===== config.mk =====
export PLATFORM = sky130hd
export DESIGN_NAME = ppu_top
export DESIGN_NICKNAME = d
export VERILOG_FILES = /design/src/common/ppu_pkg.sv /design/src/logic/ppu_timing.sv /design/src/logic/ppu_regs.sv /design/src/bg/bg_scroll.sv /design/src/bg/bg_shifter.sv /design/src/logic/vram_port.sv /design/src/logic/palette_ram.sv /design/src/logic/ppu_top.sv
export SDC_FILE = /design/constraint.sdc
export NUM_CORES = 1
export LEC_CHECK = 0
export BUFFER_PORTS_ARGS = -buffer_cell sky130_fd_sc_hd__clkbuf_2
export CAP_MARGIN = 20
export CORE_UTILIZATION = 63
export CTS_BUF_LIST = sky130_fd_sc_hd__clkbuf_8
export CTS_CLUSTER_DIAMETER = 120
export DETAILED_ROUTE_END_ITERATION = 16
export PLACE_DENSITY = 0.82
export SKIP_CTS_REPAIR_TIMING = 1
export SLEW_MARGIN = 15
export SYNTH_ARGS = -nofsm -noshare
export SYNTH_HDL_FRONTEND = slang
export SYNTH_SLANG_ARGS = --single-unit

===== constraint.sdc =====
create_clock -name clk -period 4.05 [get_ports clk]
set_input_delay 0.6075 -clock clk [delete_from_list [all_inputs] [get_ports clk]]
set_output_delay 0.6075 -clock clk [all_outputs]
set_load 0.01 [all_outputs]

===== src/common/ppu_pkg.sv =====
// Shared types and constants for the background picture processor
// Beam positions use 9 bits and the pre-render line is scanline 9'h1FF

package ppu_pkg;

  // CPU visible register map, OAM slots kept for address compatibility
  typedef enum logic [2:0] {
    REG_CTRL     = 3'd0,
    REG_MASK     = 3'd1,
    REG_STATUS   = 3'd2,
    REG_OAM_ADDR = 3'd3,   // No OAM in this design
    REG_OAM_DATA = 3'd4,   // No OAM in this design
    REG_SCROLL   = 3'd5,
    REG_ADDR     = 3'd6,
    REG_DATA     = 3'd7
  } reg_addr_e;

  typedef struct packed {
    reg_addr_e  ain;
    logic [7:0] din;
    logic       read;
    logic       write;
  } cpu_bus_t;

  typedef struct packed {
    logic [13:0] addr;
    logic        rd;
    logic        wr;
    logic [7:0]  wdata;
  } vram_req_t;

  typedef struct packed {
    logic [8:0] scanline;   // All ones on the pre-render line
    logic [8:0] cycle;
  } beam_pos_t;

  typedef struct packed {
    beam_pos_t pos;
    logic      rendering;
    logic      pre_render;
    logic      end_of_line;
    logic      last_group;        // Cycles 336 and up
    logic      entering_vblank;   // Last cycle of line 240
    logic      exiting_vblank;    // Last cycle of the last vblank line
  } timing_t;

  // Bit order matches the 15-bit VRAM address register
  typedef struct packed {
    logic [2:0] fine_y;
    logic       nt_y;
    logic       nt_x;
    logic [4:0] coarse_y;
    logic [4:0] coarse_x;
  } loopy_t;

  typedef struct packed {
    logic nmi_enable;
    logic bg_patt;
    logic incr32;
  } ctrl_t;

  typedef struct packed {
    logic grayscale;
    logic bg_clip;
    logic bg_enable;
  } mask_t;

  typedef struct packed {
    logic [1:0] attr;
    logic [1:0] pat;
  } bg_pixel_t;

  localparam logic [8:0] LINE_LAST_CYCLE  = 9'd340;
  localparam logic [8:0] POST_RENDER_LINE = 9'd240;
  localparam logic [5:0] PAL_PAGE         = 6'h3F;   // Address bits 13..8 of palette space

  // Data phases inside the eight-cycle tile slot
  localparam logic [2:0] PHASE_NAME = 3'd1;
  localparam logic [2:0] PHASE_ATTR = 3'd3;
  localparam logic [2:0] PHASE_PAT0 = 3'd5;
  localparam logic [2:0] PHASE_PAT1 = 3'd7;

endpackage


===== src/logic/ppu_timing.sv =====
// Beam counters: 341 cycles per line, 242 + VBLANK_LINES lines per frame
// Odd frames drop one pre-render cycle only while the background renders

`timescale 1ns/1ps

module ppu_timing #(
  parameter int VBLANK_LINES = 20
) (
  input  logic              clk,
  input  logic              reset,
  input  logic              bg_enable,
  output ppu_pkg::timing_t  timing
);

  localparam logic [8:0] PRE_RENDER_LINE  = 9'h1FF;
  localparam logic [8:0] LAST_VBLANK_LINE = ppu_pkg::POST_RENDER_LINE + 9'(VBLANK_LINES);

  logic [8:0] cycle;
  logic [8:0] scanline;
  logic       vblank;
  logic       odd_frame;
  logic       pre_render;
  logic       rendering;
  logic       short_line;
  logic       end_of_line;
  logic       last_group;
  logic       entering_vblank;
  logic       exiting_vblank;

  assign pre_render = scanline == PRE_RENDER_LINE;
  assign rendering  = bg_enable && !vblank && scanline != ppu_pkg::POST_RENDER_LINE;
  assign short_line = pre_render && odd_frame && rendering;   // Skipped cycle
  assign last_group = cycle[8:3] == ppu_pkg::LINE_LAST_CYCLE[8:3];
  assign end_of_line = cycle == (short_line ? ppu_pkg::LINE_LAST_CYCLE - 9'd1
                                            : ppu_pkg::LINE_LAST_CYCLE);

  // Vblank edges fall on the last cycle of a line
  assign entering_vblank = end_of_line && scanline == ppu_pkg::POST_RENDER_LINE;
  assign exiting_vblank  = end_of_line && scanline == LAST_VBLANK_LINE;

  always_ff @(posedge clk) begin
    if (reset) begin
      cycle     <= '0;
      scanline  <= '0;
      vblank    <= 1'b0;
      odd_frame <= 1'b0;
    end else begin
      cycle <= end_of_line ? 9'd0 : cycle + 9'd1;
      if (end_of_line) begin
        scanline <= exiting_vblank ? PRE_RENDER_LINE : scanline + 9'd1;   // 1FF wraps to 0
      end
      if (entering_vblank) begin
        vblank <= 1'b1;
      end else if (exiting_vblank) begin
        vblank <= 1'b0;
      end
      if (exiting_vblank) odd_frame <= ~odd_frame;   // Frame parity for the short line
    end
  end

  assign timing = '{
    pos:             '{scanline: scanline, cycle: cycle},
    rendering:       rendering,
    pre_render:      pre_render,
    end_of_line:     end_of_line,
    last_group:      last_group,
    entering_vblank: entering_vblank,
    exiting_vblank:  exiting_vblank
  };

endmodule


===== src/logic/ppu_regs.sv =====
// Control, mask and status registers with the vblank NMI flag
// Read data is combinational from ain; status reads clear the flag on the edge

`timescale 1ns/1ps

module ppu_regs (
  input  logic               clk,
  input  logic               reset,
  input  ppu_pkg::cpu_bus_t  cpu,
  input  ppu_pkg::timing_t   timing,
  input  logic [7:0]         vram_latch,
  input  logic               pal_sel,
  input  logic [5:0]         color,
  output ppu_pkg::ctrl_t     ctrl,
  output ppu_pkg::mask_t     mask,
  output logic               nmi,
  output logic [7:0]         dout
);

  logic nmi_occurred;   // Vblank seen and not yet acknowledged
  logic status_rd;

  assign status_rd = cpu.read && cpu.ain == ppu_pkg::REG_STATUS;

  always_ff @(posedge clk) begin
    if (reset) begin
      ctrl         <= '0;
      mask         <= '0;
      nmi_occurred <= 1'b0;
    end else begin
      if (cpu.write) begin
        case (cpu.ain)
          ppu_pkg::REG_CTRL: begin
            ctrl.nmi_enable <= cpu.din[7];
            ctrl.bg_patt    <= cpu.din[4];   // Background pattern table half
            ctrl.incr32     <= cpu.din[2];
          end
          ppu_pkg::REG_MASK: begin
            mask.grayscale <= cpu.din[0];
            mask.bg_clip   <= cpu.din[1];   // 1 shows the leftmost 8 pixels
            mask.bg_enable <= cpu.din[3];
          end
          default: begin
          end
        endcase
      end

      // Later assignments win, so a status read beats the set
      if (timing.exiting_vblank) nmi_occurred <= 1'b0;
      if (timing.entering_vblank) nmi_occurred <= 1'b1;
      if (status_rd) nmi_occurred <= 1'b0;
    end
  end

  assign nmi = nmi_occurred && ctrl.nmi_enable;

  always_comb begin
    if (cpu.ain == ppu_pkg::REG_STATUS) begin
      dout = {nmi_occurred, 7'b0};   // Sprite status bits stay zero
    end else if (pal_sel) begin
      dout = {2'b00, color};          // Palette reads bypass the buffer
    end else begin
      dout = vram_latch;
    end
  end

endmodule


===== src/bg/bg_scroll.sv =====
// Scroll state: temporary and current VRAM address, fine X and write toggle
// Render-time updates follow the fixed fetch schedule; CPU writes win on collision

`timescale 1ns/1ps

module bg_scroll (
  input  logic               clk,
  input  logic               reset,
  input  ppu_pkg::cpu_bus_t  cpu,
  input  logic               incr32,
  input  ppu_pkg::timing_t   timing,
  output ppu_pkg::loopy_t    v,
  output logic [2:0]         fine_x
);

  localparam logic [8:0] CYC_VERT_INC   = 9'd251;
  localparam logic [8:0] CYC_HORIZ_COPY = 9'd256;
  localparam logic [8:0] CYC_FULL_COPY  = 9'd304;
  localparam logic [8:0] CYC_PREFETCH   = 9'd320;   // Next-line tile fetches
  localparam logic [8:0] CYC_PREFETCH_END = 9'd336;

  ppu_pkg::loopy_t t;   // Temporary address
  logic            w;   // First or second write
  logic [8:0]      cycle;
  logic            coarse_x_step;
  logic            data_access;

  assign cycle = timing.pos.cycle;
  assign coarse_x_step = cycle[2:0] == ppu_pkg::PHASE_ATTR &&
                         (cycle < CYC_HORIZ_COPY ||
                          (cycle >= CYC_PREFETCH && cycle < CYC_PREFETCH_END));
  assign data_access = (cpu.read || cpu.write) && cpu.ain == ppu_pkg::REG_DATA;

  always_ff @(posedge clk) begin
    if (reset) begin
      t      <= '0;
      v      <= '0;
      fine_x <= '0;
      w      <= 1'b0;
    end else begin
      if (timing.rendering) begin
        if (coarse_x_step) begin
          v.coarse_x <= v.coarse_x + 5'd1;
          if (v.coarse_x == 5'd31) v.nt_x <= ~v.nt_x;   // Into the next table
        end
        if (cycle == CYC_VERT_INC) begin
          v.fine_y <= v.fine_y + 3'd1;
          if (v.fine_y == 3'd7) begin
            if (v.coarse_y == 5'd29) begin
              v.coarse_y <= 5'd0;
              v.nt_y     <= ~v.nt_y;
            end else begin
              v.coarse_y <= v.coarse_y + 5'd1;   // Rows 30, 31 wrap without toggle
            end
          end
        end
        if (cycle == CYC_HORIZ_COPY) begin
          v.nt_x     <= t.nt_x;
          v.coarse_x <= t.coarse_x;
        end
        if (cycle == CYC_FULL_COPY && timing.pre_render) v <= t;
      end

      if (cpu.write && cpu.ain == ppu_pkg::REG_CTRL) begin
        t.nt_y <= cpu.din[1];
        t.nt_x <= cpu.din[0];
      end else if (cpu.write && cpu.ain == ppu_pkg::REG_SCROLL) begin
        if (!w) begin
          t.coarse_x <= cpu.din[7:3];
          fine_x     <= cpu.din[2:0];
        end else begin
          t.coarse_y <= cpu.din[7:3];
          t.fine_y   <= cpu.din[2:0];
        end
        w <= ~w;
      end else if (cpu.write && cpu.ain == ppu_pkg::REG_ADDR) begin
        if (!w) begin
          t <= ppu_pkg::loopy_t'({1'b0, cpu.din[5:0], t[7:0]});   // High byte, bit 14 cleared
        end else begin
          t <= ppu_pkg::loopy_t'({t[14:8], cpu.din});
          v <= ppu_pkg::loopy_t'({t[14:8], cpu.din});
        end
        w <= ~w;
      end else if (cpu.read && cpu.ain == ppu_pkg::REG_STATUS) begin
        w <= 1'b0;
      end else if (data_access && !timing.rendering) begin
        v <= ppu_pkg::loopy_t'(v + (incr32 ? 15'd32 : 15'd1));   // Across or down
      end
    end
  end

endmodule


===== src/bg/bg_shifter.sv =====
// Background tile capture and pixel shift pipes
// Expects VRAM data one cycle after each even-cycle fetch

`timescale 1ns/1ps

module bg_shifter (
  input  logic                clk,
  input  logic                reset,
  input  ppu_pkg::timing_t    timing,
  input  ppu_pkg::loopy_t     v,
  input  logic [2:0]          fine_x,
  input  logic [7:0]          vram_din,
  input  logic                bg_clip,
  input  logic                bg_enable,
  output logic [7:0]          name_byte,
  output ppu_pkg::bg_pixel_t  pixel
);

  logic [7:0]  pat0_byte;
  logic [1:0]  attr_bits;    // Palette select for the fetched tile
  logic [1:0]  quadrant;
  logic [15:0] pipe_pat0;
  logic [15:0] pipe_pat1;
  logic [8:0]  pipe_attr0;
  logic [8:0]  pipe_attr1;
  logic [2:0]  phase;
  logic [3:0]  idx;
  logic        show_bg;

  // Pipes shift toward bit 0, so bit 7 of the byte must land first
  function automatic logic [7:0] bit_rev(input logic [7:0] b);
    logic [7:0] r;
    for (int i = 0; i < 8; i++) begin
      r[i] = b[7 - i];
    end
    return r;
  endfunction

  assign phase = timing.pos.cycle[2:0];

  always_comb begin
    case ({v.coarse_y[1], v.coarse_x[1]})   // 2x2 tile quadrant
      2'b00:   quadrant = vram_din[1:0];
      2'b01:   quadrant = vram_din[3:2];
      2'b10:   quadrant = vram_din[5:4];
      default: quadrant = vram_din[7:6];
    endcase
  end

  always_ff @(posedge clk) begin
    if (reset) begin
      name_byte  <= '0;
      pat0_byte  <= '0;
      attr_bits  <= '0;
      pipe_pat0  <= '0;
      pipe_pat1  <= '0;
      pipe_attr0 <= '0;
      pipe_attr1 <= '0;
    end else begin
      case (phase)
        ppu_pkg::PHASE_NAME: name_byte <= vram_din;
        ppu_pkg::PHASE_ATTR: attr_bits <= quadrant;
        ppu_pkg::PHASE_PAT0: pat0_byte <= vram_din;
        default: begin
        end
      endcase
      if (!timing.last_group) begin
        pipe_pat0[14:0]  <= pipe_pat0[15:1];
        pipe_pat1[14:0]  <= pipe_pat1[15:1];
        pipe_attr0[7:0]  <= pipe_attr0[8:1];
        pipe_attr1[7:0]  <= pipe_attr1[8:1];
        if (phase == ppu_pkg::PHASE_PAT1) begin   // Plane 1 taken straight off the bus
          pipe_pat0[15:8] <= bit_rev(pat0_byte);
          pipe_pat1[15:8] <= bit_rev(vram_din);
          pipe_attr0[8]   <= attr_bits[0];
          pipe_attr1[8]   <= attr_bits[1];
        end
      end
    end
  end

  assign idx     = {1'b0, fine_x};
  assign show_bg = (bg_clip || timing.pos.cycle[7:3] != 5'd0) && bg_enable;   // Left 8 clip
  assign pixel   = '{
    attr: {pipe_attr1[idx], pipe_attr0[idx]},
    pat:  show_bg ? {pipe_pat1[idx], pipe_pat0[idx]} : 2'b00
  };

endmodule


===== src/logic/vram_port.sv =====
// VRAM request generator and buffered read latch
// Render fetches issue on even cycles; palette-space CPU accesses never reach VRAM

`timescale 1ns/1ps

module vram_port (
  input  logic                clk,
  input  logic                reset,
  input  ppu_pkg::cpu_bus_t   cpu,
  input  ppu_pkg::timing_t    timing,
  input  ppu_pkg::loopy_t     v,
  input  logic [7:0]          name_byte,
  input  ppu_pkg::bg_pixel_t  pixel,
  input  logic                bg_patt,
  input  logic [7:0]          vram_din,
  output ppu_pkg::vram_req_t  vram,
  output logic                pal_sel,
  output logic [7:0]          vram_latch,
  output logic [4:0]          pal_addr,
  output logic                pal_we
);

  logic        cpu_data;
  logic        rd;
  logic        wr;
  logic        rd_d;           // Read issued last cycle
  logic [13:0] render_addr;
  logic [8:0]  cycle;

  assign cycle    = timing.pos.cycle;
  assign cpu_data = cpu.ain == ppu_pkg::REG_DATA;
  assign pal_sel  = v[13:8] == ppu_pkg::PAL_PAGE;

  always_comb begin
    case (cycle[2:1])
      2'd0:    render_addr = {2'b10, v[11:0]};   // Name table
      2'd1:    render_addr = {2'b10, v.nt_y, v.nt_x, 4'b1111,
                              v.coarse_y[4:2], v.coarse_x[4:2]};   // Attribute byte
      default: render_addr = {1'b0, bg_patt, name_byte, cycle[1], v.fine_y};   // Plane 0 or 1
    endcase
  end

  assign rd = (cpu.read && cpu_data && !pal_sel) ||
              (timing.rendering && !cycle[0] && !timing.end_of_line);
  assign wr = cpu.write && cpu_data && !pal_sel && !timing.rendering;

  assign vram = '{
    addr:  timing.rendering ? render_addr : v[13:0],
    rd:    rd,
    wr:    wr,
    wdata: cpu.din
  };

  assign pal_we   = cpu.write && cpu_data && pal_sel;
  assign pal_addr = timing.rendering ? {1'b0, pixel} : (pal_sel ? v[4:0] : 5'd0);

  always_ff @(posedge clk) begin
    if (reset) rd_d <= 1'b0;
    else rd_d <= rd;
  end

  // Data shows up one cycle after the request
  always_ff @(posedge clk) begin
    if (rd_d) vram_latch <= vram_din;
  end

endmodule


===== src/logic/palette_ram.sv =====
// 32 x 6 palette, combinational read and write on the edge
// Entries with low bits zero share entry 0; writes to 4, 8, 12 and mirrors are dropped

`timescale 1ns/1ps

module palette_ram (
  input  logic       clk,
  input  logic [4:0] addr,
  input  logic [5:0] din,
  input  logic       we,
  input  logic       grayscale,
  output logic [5:0] color
);

  logic [5:0] mem [32];
  logic [4:0] eff_addr;   // After backdrop mirroring
  logic [5:0] raw;

  assign eff_addr = (addr[1:0] == 2'b00) ? 5'd0 : addr;
  assign raw      = mem[eff_addr];
  assign color    = grayscale ? {raw[5:4], 4'b0000} : raw;   // Keep luma column only

  always_ff @(posedge clk) begin
    if (we && !(addr[3:2] != 2'b00 && addr[1:0] == 2'b00)) begin
      mem[eff_addr] <= din;
    end
  end

endmodule


===== src/logic/ppu_top.sv =====
// Background-only picture processor, one pixel per clk, no clock enable
// VRAM data must arrive on vram_din one cycle after each vram.rd

`timescale 1ns/1ps

module ppu_top #(
  parameter int VBLANK_LINES = 20
) (
  input  logic                clk,
  input  logic                reset,
  input  ppu_pkg::cpu_bus_t   cpu,
  output logic [7:0]          dout,
  output logic                nmi,
  output ppu_pkg::vram_req_t  vram,
  input  logic [7:0]          vram_din,
  output logic [5:0]          color,
  output ppu_pkg::beam_pos_t  beam
);

  ppu_pkg::timing_t   timing;
  ppu_pkg::ctrl_t     ctrl;
  ppu_pkg::mask_t     mask;
  ppu_pkg::loopy_t    v;          // Current VRAM address
  ppu_pkg::bg_pixel_t pixel;
  logic [2:0]         fine_x;
  logic [7:0]         name_byte;
  logic [7:0]         vram_latch;  // Buffered read data
  logic               pal_sel;
  logic [4:0]         pal_addr;
  logic               pal_we;

  assign beam = timing.pos;

  ppu_timing #(.VBLANK_LINES(VBLANK_LINES)) u_timing (
    .clk(clk), .reset(reset), .bg_enable(mask.bg_enable), .timing(timing)
  );

  ppu_regs u_regs (
    .clk(clk), .reset(reset), .cpu(cpu), .timing(timing),
    .vram_latch(vram_latch), .pal_sel(pal_sel), .color(color),
    .ctrl(ctrl), .mask(mask), .nmi(nmi), .dout(dout)
  );

  bg_scroll u_scroll (
    .clk(clk), .reset(reset), .cpu(cpu), .incr32(ctrl.incr32),
    .timing(timing), .v(v), .fine_x(fine_x)
  );

  bg_shifter u_shifter (
    .clk(clk), .reset(reset), .timing(timing), .v(v), .fine_x(fine_x),
    .vram_din(vram_din), .bg_clip(mask.bg_clip), .bg_enable(mask.bg_enable),
    .name_byte(name_byte), .pixel(pixel)
  );

  vram_port u_vram_port (
    .clk(clk), .reset(reset), .cpu(cpu), .timing(timing), .v(v),
    .name_byte(name_byte), .pixel(pixel), .bg_patt(ctrl.bg_patt),
    .vram_din(vram_din), .vram(vram), .pal_sel(pal_sel),
    .vram_latch(vram_latch), .pal_addr(pal_addr), .pal_we(pal_we)
  );

  palette_ram u_palette (
    .clk(clk), .addr(pal_addr), .din(cpu.din[5:0]), .we(pal_we),
    .grayscale(mask.grayscale), .color(color)
  );

endmodule


# == After elaboration in Yosys (flattened, before gate mapping) ==
# Memories as Yosys holds them, arrays and structs flattened.
# Index checks and enable logic that the tools add are counted.
# op_classes
order_cmp,4
addsub,6
muxes,58
eq_ne,30
n_reduce_logical,59
bitwise_logic,6
# ops
cell,n
15-bit two-way mux,10
5-bit two-way mux,10
"9-bit equality test, second input constant",4
14-bit one-hot mux with 2 select lines,1
1-bit logical AND,27
"9-bit by 1-bit adder with 9-bit output, second input constant",2
"3-bit equality test, second input constant",6
"9-bit by 8-bit equality test with 1-bit output, second input constant",2
"9-bit < comparator, second input constant",2
1-bit two-way mux,16
8-bit two-way mux,2
15-bit adder,1
14-bit two-way mux,1
7-bit two-way mux,2
1-bit binary-select mux with 3-bit select,4
"6-bit equality test, second input constant",2
"5-bit by 1-bit adder with 5-bit output, second input constant",2
"5-bit equality test, second input constant",2
10-bit two-way mux,1
2-bit nonzero test,5
9-bit equality test,1
"9-bit greater-or-equal comparator, second input constant",1
3-bit two-way mux,3
9-bit two-way mux,1
24 further kinds,55
# word_totals
ramBits,192
ff_bits,138
n_memories,1
output_inout_bits,57
# memory_table
memory,depth,width,rd,rd_clocked_by_memory_dff,wr,line,source
u_palette.mem,32,6,1,0,1,palette_ram.sv:15,logic [5:0] mem [32];

# == Longest topological paths before layout ==
# Gate-level depths: netlist of run 1.
# logic_depth
ltp_word,13
depth_mapped,14
mapped_depth_nobuf,13

# == Cells and area by module ==
# A second synthesis of run 1 with hierarchy kept.
# hier_totals
cells_unflattened,1250
area_unflattened_um2,14144.8
# by_module_without_submodules
module,instances,area_each_um2,cells_per_inst
palette_ram,1,6304.8,391
bg_shifter,1,2986.6,287
bg_scroll,1,2562.5,312
ppu_timing,1,1103.6,132
vram_port,1,711.9,79
ppu_regs,1,475.5,49

# == Least setup slack after synthesis of run 1 ==
# OpenSTA, ideal clock, no wires.
# synth_timing
path_kind,reg-to-output
from,register u_scroll.fine_x[0]
to,output port dout[3]
path_stages_with_launch,12
path_buffers,3
arrival_time_ps,3012
path_slack_ps,430
cell_sequence,dfxtp_1 -> buf_4 -> mux4_2 -> mux2_2 -> and3_4 -> or2_1 -> buf_6 -> buf_6 -> a31oi_1 -> o221ai_1 -> or4_1 -> o31ai_1
# synth_between
elab_chain_cells,10
word_cells_on_any_way,16
cone_classes,14 x mux; 1 x reduce/logical; 1 x memory
# synth_lines
element,line,source
start: declaration,bg_scroll.sv:13,output logic [2:0] fine_x
start signal: assignment,bg_scroll.sv:70,fine_x <= cpu.din[2:0];
1-bit binary-select mux with 3-bit select,bg_shifter.sv:86,"pat: show_bg ? {pipe_pat1[idx], pipe_pat0[idx]} : 2'b00"
1-bit two-way mux (not written as such),bg_shifter.sv:86,
2-bit two-way mux,bg_shifter.sv:86,
5-bit two-way mux (*),vram_port.sv:55,"assign pal_addr = timing.rendering ? {1'b0, pixel} : (pal_sel ? v[4:0] : 5'd0);"
2-bit logical NOT,palette_ram.sv:19,assign eff_addr = (addr[1:0] == 2'b00) ? 5'd0 : addr;
5-bit two-way mux (*),palette_ram.sv:19,
memory 32 x 6 bit (*),--,
4-bit two-way mux (*),palette_ram.sv:21,"assign color = grayscale ? {raw[5:4], 4'b0000} : raw;"
8-bit two-way mux (*),ppu_regs.sv:60,end else if (pal_sel) begin
8-bit two-way mux (*),ppu_regs.sv:58,if (cpu.ain == ppu_pkg::REG_STATUS) begin
end: declaration,ppu_top.sv:12,"output logic [7:0] dout,"
# Every way passes the cells marked *; elsewhere a longest branch is shown, timed or not. The select of a mux whose other input is x is not followed.

# == Worst setup path in the final report of run 1 ==
# layout_timing
from,register u_scroll.fine_x[1]
to,output port color[3]
# layout_between
elab_chain_cells,8
word_cells_on_any_way,14
cone_classes,12 x mux; 1 x reduce/logical; 1 x memory
# layout_lines
element,line,source
1-bit binary-select mux with 3-bit select,bg_shifter.sv:86,
1-bit two-way mux (not written as such),bg_shifter.sv:86,
2-bit two-way mux,bg_shifter.sv:86,
5-bit two-way mux (*),vram_port.sv:55,
2-bit logical NOT,palette_ram.sv:19,
5-bit two-way mux (*),palette_ram.sv:19,
memory 32 x 6 bit (*),--,
4-bit two-way mux (*),palette_ram.sv:21,
end: declaration,ppu_top.sv:16,"output logic [5:0] color,"
# Marked as above.

==> metrics.log, run 1 <==
INFO  metric clkLatencyLatePin = 580 ps
INFO  metric syn-mean-instance-area = 10.1 sq um
INFO  metric power.density = 378 nW/um^2
INFO  metric first_pass_iters = 8
INFO  metric synth_top_family_by_area = simple AND/OR/NAND/NOR gates
INFO  metric critPathKind = flip-flop to output port
INFO  metric mostFrequentLayoutCell = nand2_1
INFO  metric report.power.total = 5.99 mW
INFO  metric syn_nets = 1,375
INFO  metric area_growth = 17.1%
INFO  metric critical_path_peak_fanout = 6
INFO  metric synthSimpleGateAreaFrac = 0.170
INFO  metric cp_common_cell = buf_6
INFO  metric routabilityCongestion = 0.990
INFO  metric initial_utilization = 0.644
INFO  metric core-area = 21,000 sq um
INFO  metric largest_net_degree_at_the_start_of_global_routing = 96
INFO  metric route.final.wire_length = 39.7 mm
INFO  metric n_fill_cell = 1,458
INFO  metric number_of_instances_in_the_synthesized_netlist = 1,335
INFO  metric dp_hpwl = 26.8 mm
INFO  metric post-synth-top-area-fraction = 0.353
INFO  metric cts_made_buffers = 45
INFO  metric cp_data_arrival_time = 3720 ps
INFO  metric layout_min_cycle_time = 4330 ps
INFO  metric number_of_global_route_vias_before_repair = 10.8k
INFO  metric layout_common_cells = 181 x nand2_1, 159 x edfxtp_1, 155 x nor2_1
INFO  metric top_signal_layer_used = met4
INFO  metric cts_tree = built
INFO  metric synth_edf_count = 159
INFO  metric outcome = complete, but fails checks
INFO  metric total_leakage_power = 5.71 nW
INFO  metric detail_route.wl_per_cell = 22.5 um
INFO  metric routed-wl-met2 = 18.9 mm
INFO  metric io_pins = 80
INFO  metric crit_chain = buf_6 > mux4_2 > mux2_4 > o211ai_1 > a22o_2 > nor3_2 > o21ai_1 > o221ai_1 > or4_4 > buf_4 > nor2_4 > buf_6
INFO  metric dieArea = 22,100 sq um
INFO  metric number_of_synthesized_register_bits = 289
INFO  metric critical_path.reg2reg.startpoint = u_timing.scanline[0]
INFO  metric failed_checks = setup timing
INFO  metric postLayoutSetupSlackWorst = -280 ps
INFO  metric drcViolationCount = 0
INFO  metric clock-root-buffer = clkbuf_8
INFO  metric finish.cell_count_without_fillers = 1,764
INFO  metric wire_length_of_the_first_global_routing_pass = 59.3 mm
INFO  metric dr_wl_met3 = 4.17 mm
INFO  metric post-route-util = 0.754
INFO  metric synthesis.area = 13,500 sq um
INFO  metric synth_area_leaders = edfxtp_1 35%, dfxtp_1 19%, nand2_1 5.1%
INFO  metric overflow = 0
INFO  metric number_of_antenna_violations_at_the_first_check_in_global_routing = 0
INFO  metric timing.hold.worst.start = vram_din[4]
INFO  metric netlist-cell-type-count = 81
INFO  metric worst_slew_pin_slew = 1030 ps
INFO  metric placed_cell_area = 14,400 sq um
INFO  metric die_w = 149 um
INFO  metric start_kind = flip-flop
INFO  metric yosysWarnings = 0
INFO  metric grt_setup_unrepaired = yes
INFO  metric diodes = 0
INFO  metric final_worst_path_cycle_share = 1.07
INFO  metric critPathSlowestCell = or4_4
INFO  metric clockBufferDepth = 3
INFO  metric dr.first_iter.drc_count = 1,328
INFO  metric maxClockFrequency = 231 MHz
INFO  metric post_route_cells_drive_above_1_share = 0.221
INFO  metric synthDominantAreaCellType = edfxtp_1
INFO  metric detail_route.wirelength.met1 = 14.5 mm
INFO  metric worstSetupEndpointType = output port
INFO  metric num_vias = 11.5k
INFO  metric seq_area_frac_synth = 0.545
INFO  metric max_slew_margin = 0.314
INFO  metric adder_cell_share_of_the_synthesized_area = 0.0157
INFO  metric place_inst = 1,661
INFO  metric detail_route.vias_per_cell = 6.52
INFO  metric antenna_violating_nets_post_route = 0
INFO  metric synth_area_in_compound_gates = 0.147
INFO  metric synthArstFlopShare = 0
INFO  metric timing.final.setup_violations = 11
INFO  metric report.final.slew_viol_count = 0
INFO  metric cp_slowest_stage_delay = 550 ps
INFO  metric final_net_count = 1,495
INFO  metric hp-class = primary input to flip-flop
INFO  metric placement.io_buffers = 79
INFO  metric grt_util_all_layers = 0.355
INFO  metric fin_hold_ws = 305 ps
INFO  metric critPathRequiredTime = 3440 ps
INFO  metric max-vdd-ir-drop = 386 uV
INFO  metric rows = 53
INFO  metric post_synth_xor_area_fraction = 0.0142
INFO  metric worst_setup_hold_path_clk_slew = 60 ps
INFO  metric clock_sink_count = 289
INFO  metric final_area = 15,900 sq um
INFO  metric worst_clock_skew = 40.3 ps
INFO  metric die_h = 149 um
INFO  metric final-hold-violation-count = 0
INFO  metric htree_num_levels = 2
INFO  metric cap_viol_max_count = 0
INFO  metric yosys_most_used_dff = edfxtp_1
INFO  metric muxShareOfSynthArea = 0.0687
INFO  metric launch_point_of_the_critical_path = u_scroll.fine_x[1]
## cells by family (layout without fill, tap and decap cells)
| family | Yosys count | in the layout |
|---|---|---|
| AO/OA/AOI/OAI | 298 | 298 |
| XOR/XNOR | 22 | 22 |
| flip-flops | 289 | 289 |
| other | 1 | 1 |
| multiplexers | 75 | 75 |
| buffers and inverters | 119 | 272 |
| AND/OR/NAND/NOR | 514 | 515 |
| adder cells (fa/ha/maj) | 17 | 17 |
## area by class of cell
| class | count | area [sq um] | area share |
|---|---|---|---|
| Sequential cell | 289 | 7380 | 0.466 |
| Multi-Input combinational cell | 928 | 5880 | 0.371 |
| Timing Repair Buffer | 177 | 1250 | 0.0789 |
| Clock buffer | 54 | 743 | 0.0469 |
| Tap cell | 275 | 344 | 0.0217 |
| Clock inverter | 27 | 203 | 0.0128 |
| Inverter | 14 | 52.6 | 0.00331 |
## flip-flops by register name, summed over array words and instances, names as in the netlist
name                    cells
u_timing.vblank             1
u_shifter.attr_bits         2
u_scroll.fine_x             3
u_timing.odd_frame          1
u_shifter.pipe_pat1        16
u_shifter.name_byte         8
u_regs.ctrl                 3
u_shifter.pat0_byte         8
u_shifter.pipe_pat0        16
u_vram_port.vram_latch      8
u_timing.scanline           9
u_scroll.v                 15
u_scroll.w                  1
u_regs.mask                 3
u_regs.nmi_occurred         1
u_scroll.t                 15
u_palette.mem             151
u_timing.cycle              9
u_shifter.pipe_attr1        9
u_vram_port.rd_d            1
u_shifter.pipe_attr0        9
## per-stage QoR
stage / TNS (ps) / setup WS, ps
global placement: -34.6 / -34.6
detailed placement: -193 / -119
global route: -3610 / -395
floorplan: 0 / 430
CTS: -5140 / -706
finish: -2130 / -280
## where the power goes
group          internal (mW)  leakage (nW)  switching, mW
Sequential              3.11          2.48         0.0377
Combinational         0.0931          2.70          0.188
Clock                   1.40         0.529           1.15
Total                   4.61          5.71           1.38
## Yosys cell counts (all sizes together), types with 24 or more instances
master and instances:
nand2 185, nor2 161, edfxtp 159, dfxtp 130, a21oi 89, clkbuf 68, nand3 50, mux2i 49
o21ai 38, buf 37, a211oi 35, and3 30, nor3 24
## metal layers
metal / GRT usage / up-vias
met5: 0 / -
met4: 0.191 / 0
li1: - / 5155
met1: 0.435 / 5516
met3: 0.0865 / 143
met2: 0.580 / 693
## worst max-delay path, delay by kind of cell, from the launching register on
family,cells,cell delay (ps)
compound gates,4,900
buf+inv,3,380
mux,2,790
flops,1,350
simple gates,3,740
## worst paths after layout
path                                    end  slack (ps)  cells past startpoint
setup / recovery                   color[3]        -280                     12
hold / removal    u_vram_port.vram_latch[4]         300                      1
setup reg to reg       u_palette.mem[23][0]          30                     11
hold reg to reg     u_shifter.pipe_attr0[2]         450                      2
Note: power is estimated with default switching activity, not from simulation.
==> run 2, diff against run 1 <==
==> constraint.sdc (replaced) <==
create_clock -name clk -period 4.05 [get_ports clk]
set_input_delay 0.81 -clock clk [delete_from_list [all_inputs] [get_ports clk]]
set_output_delay 0.81 -clock clk [all_outputs]
set_load 0.01 [all_outputs]
==> metrics.log, run 2 (same netlist as run 1, synthesis figures left out) <==
INFO  metric antenna_violating_nets_post_route = 0
INFO  metric critPathSlowestCell = or4_4
INFO  metric mostFrequentLayoutCell = nand2_1
INFO  metric worstSetupEndpointType = output port
INFO  metric final_net_count = 1,563
INFO  metric initial_utilization = 0.644
INFO  metric outcome = complete, but fails checks
INFO  metric dieArea = 22,100 sq um
INFO  metric crit_chain = inv_2 > ha_4 > nand2b_4 > o41a_1 > buf_6 > buf_4 > and3_4 > nor2_4 > buf_8 > buf_6 > nand2_2 > a31oi_1 > nor2_1 > or4_4 > o31ai_4 > buf_2
INFO  metric max-vdd-ir-drop = 298 uV
INFO  metric rows = 53
INFO  metric critPathKind = flip-flop to output port
INFO  metric grt_util_all_layers = 0.367
INFO  metric first_pass_iters = 8
INFO  metric reg.largest.list = u_palette.mem: 151 flops, u_shifter.pipe_pat0: 16 flops, u_shifter.pipe_pat1: 16 flops
INFO  metric number_of_global_route_vias_before_repair = 11.1k
INFO  metric critical_path.reg2reg.startpoint = u_timing.scanline[0]
INFO  metric maxClockFrequency = 213 MHz
INFO  metric worst_slew_pin_slew = 1100 ps
INFO  metric clock-root-buffer = clkbuf_8
INFO  metric largest_net_degree_at_the_start_of_global_routing = 106
INFO  metric hp-class = flip-flop to flip-flop
INFO  metric grt_setup_unrepaired = yes
INFO  metric flip_flop_count_of_the_largest_register_all_copies_and_words_added = 151
INFO  metric top_register = u_palette.mem
INFO  metric num_vias = 11.7k
INFO  metric number_of_antenna_violations_at_the_first_check_in_global_routing = 0
INFO  metric setup.worst_path.end = dout[3]
INFO  metric place_inst = 1,730
INFO  metric cts_tree = built
INFO  metric r2r.worst_path.cells = 12
INFO  metric overflow = 0
INFO  metric power.density = 354 nW/um^2
INFO  metric final-hold-violation-count = 0
INFO  metric post-route-util = 0.785
INFO  metric post_route_cells_drive_above_1_share = 0.262
INFO  metric clock_sink_count = 289
INFO  metric worst_clock_skew = 11.5 ps
INFO  metric report.power.total = 5.84 mW
INFO  metric critical_path_peak_fanout = 7
INFO  metric drcViolationCount = 0
INFO  metric detail_route.vias_per_cell = 6.37
INFO  metric failed_checks = setup timing
INFO  metric launch_point_of_the_critical_path = u_timing.scanline[0]
INFO  metric route.final.wire_length = 41.4 mm
INFO  metric io_pins = 80
INFO  metric core-area = 21,000 sq um
INFO  metric cts_made_buffers = 46
INFO  metric dr.first_iter.drc_count = 1,144
INFO  metric diodes = 0
INFO  metric report.final.slew_viol_count = 0
INFO  metric cp_data_arrival_time = 3880 ps
INFO  metric worst_path_dominant_cell_family = simple AND/OR/NAND/NOR gates
INFO  metric clkLatencyLatePin = 560 ps
INFO  metric critical_path_cell_count = 16
INFO  metric die_h = 149 um
INFO  metric layout_min_cycle_time = 4690 ps
INFO  metric postLayoutSetupSlackWorst = -638 ps
INFO  metric clockBufferDepth = 3
INFO  metric r2r-end = u_palette.mem[3][5]
INFO  metric placement.io_buffers = 79
INFO  metric pre_cts_ws = -203 ps
INFO  metric total_leakage_power = 6.08 nW
INFO  metric dp_hpwl = 28.2 mm
INFO  metric final_worst_path_cycle_share = 1.16
INFO  metric ff2ff_setup_slack = 40 ps
INFO  metric area_growth = 21.9%
INFO  metric cp_common_cell = buf_6
INFO  metric fin_hold_ws = 455 ps
INFO  metric timing.final.setup_violations = 12
INFO  metric routabilityCongestion = 0.970
INFO  metric max_slew_margin = 0.267
INFO  metric critPathRequiredTime = 3240 ps
INFO  metric cp_slowest_stage_delay = 560 ps
INFO  metric start_kind = flip-flop
INFO  metric cap_viol_max_count = 0
INFO  metric wire_length_of_the_first_global_routing_pass = 61.2 mm
INFO  metric crit_buf_inv = 6
INFO  metric layout_common_cells = 180 x nand2_1, 159 x edfxtp_1, 156 x nor2_1
INFO  metric htree_num_levels = 2
INFO  metric finish.cell_count_without_fillers = 1,831
INFO  metric worst_setup_hold_path_clk_slew = 60 ps
INFO  metric die_w = 149 um
INFO  metric detail_route.wl_per_cell = 22.6 um
-- run 2: cell types whose count changed in the layout (fill, tap and decap cells not counted), moves of 4 or more --
cell,change
o21ai_2,+4
inv_1,+8
buf_4,+56
o21ai_1,-4
buf_6,+7
buf_2,+4
clkbuf_8,-5
-- run 2: stage by stage --
| step | cell area [sq um] | TNS (ps) |
|---|---|---|
| after floorplan | 13500 | 0 |
| after global placement | 15000 | -453 |
| after detailed placement | 15000 | -1320 |
| after CTS | 15800 | -8690 |
| after global routing | 16500 | -15380 |
| final | 16500 | -5660 |
-- run 2: cell type report --
cell class	instances	area [sq um]
inverters	14	52.6
flip-flops and latches	289	7380
clock inverters	32	193
well taps	275	344
clock buffers	49	674
fillers	1375	4510
multi-input cells	927	6040
repair buffers	245	1830
-- run 2: per-layer routing --
metal,up-vias,track usage,routed length (um)
met1,5548,0.456,15700
met4,0,0.178,2280
met3,141,0.0641,3470
met2,683,0.619,20000
met5,-,0,0
li1,5291,-,-
-- run 2: worst register-to-register path, stage by stage (launching register included) --
cell	delay [ps]
dfxtp_2	330
inv_2	70
ha_4	130
nand2b_4	60
o41a_1	480
buf_6	190
or3_4	380
nand2_1	90
buf_4	140
nor2_1	60
nor3_1	550
nand3_1	510
nor2b_1	650
-- run 2: how the worst min path moves through the flow --
stage | from | cells after the start | to
after global placement | u_shifter.pipe_attr0[0] | 2 | u_shifter.pipe_attr0[0]
after CTS | u_shifter.pipe_pat1[0] | 2 | u_shifter.pipe_pat1[0]
final | u_shifter.pat0_byte[2] | 2 | u_shifter.pat0_byte[2]
after global routing | u_shifter.pat0_byte[2] | 2 | u_shifter.pat0_byte[2]
after floorplan | u_shifter.pipe_attr0[0] | 2 | u_shifter.pipe_attr0[0]
after detailed placement | u_shifter.pipe_pat1[0] | 2 | u_shifter.pipe_pat1[0]
-- run 2: report_power, final --
| group | switching [mW] | total (mW) | leakage, nW | internal, mW |
|---|---|---|---|---|
| clock network | 1.15 | 2.40 | 0.519 | 1.25 |
| logic | 0.189 | 0.287 | 3.07 | 0.0974 |
| registers | 0.0380 | 3.15 | 2.48 | 3.11 |
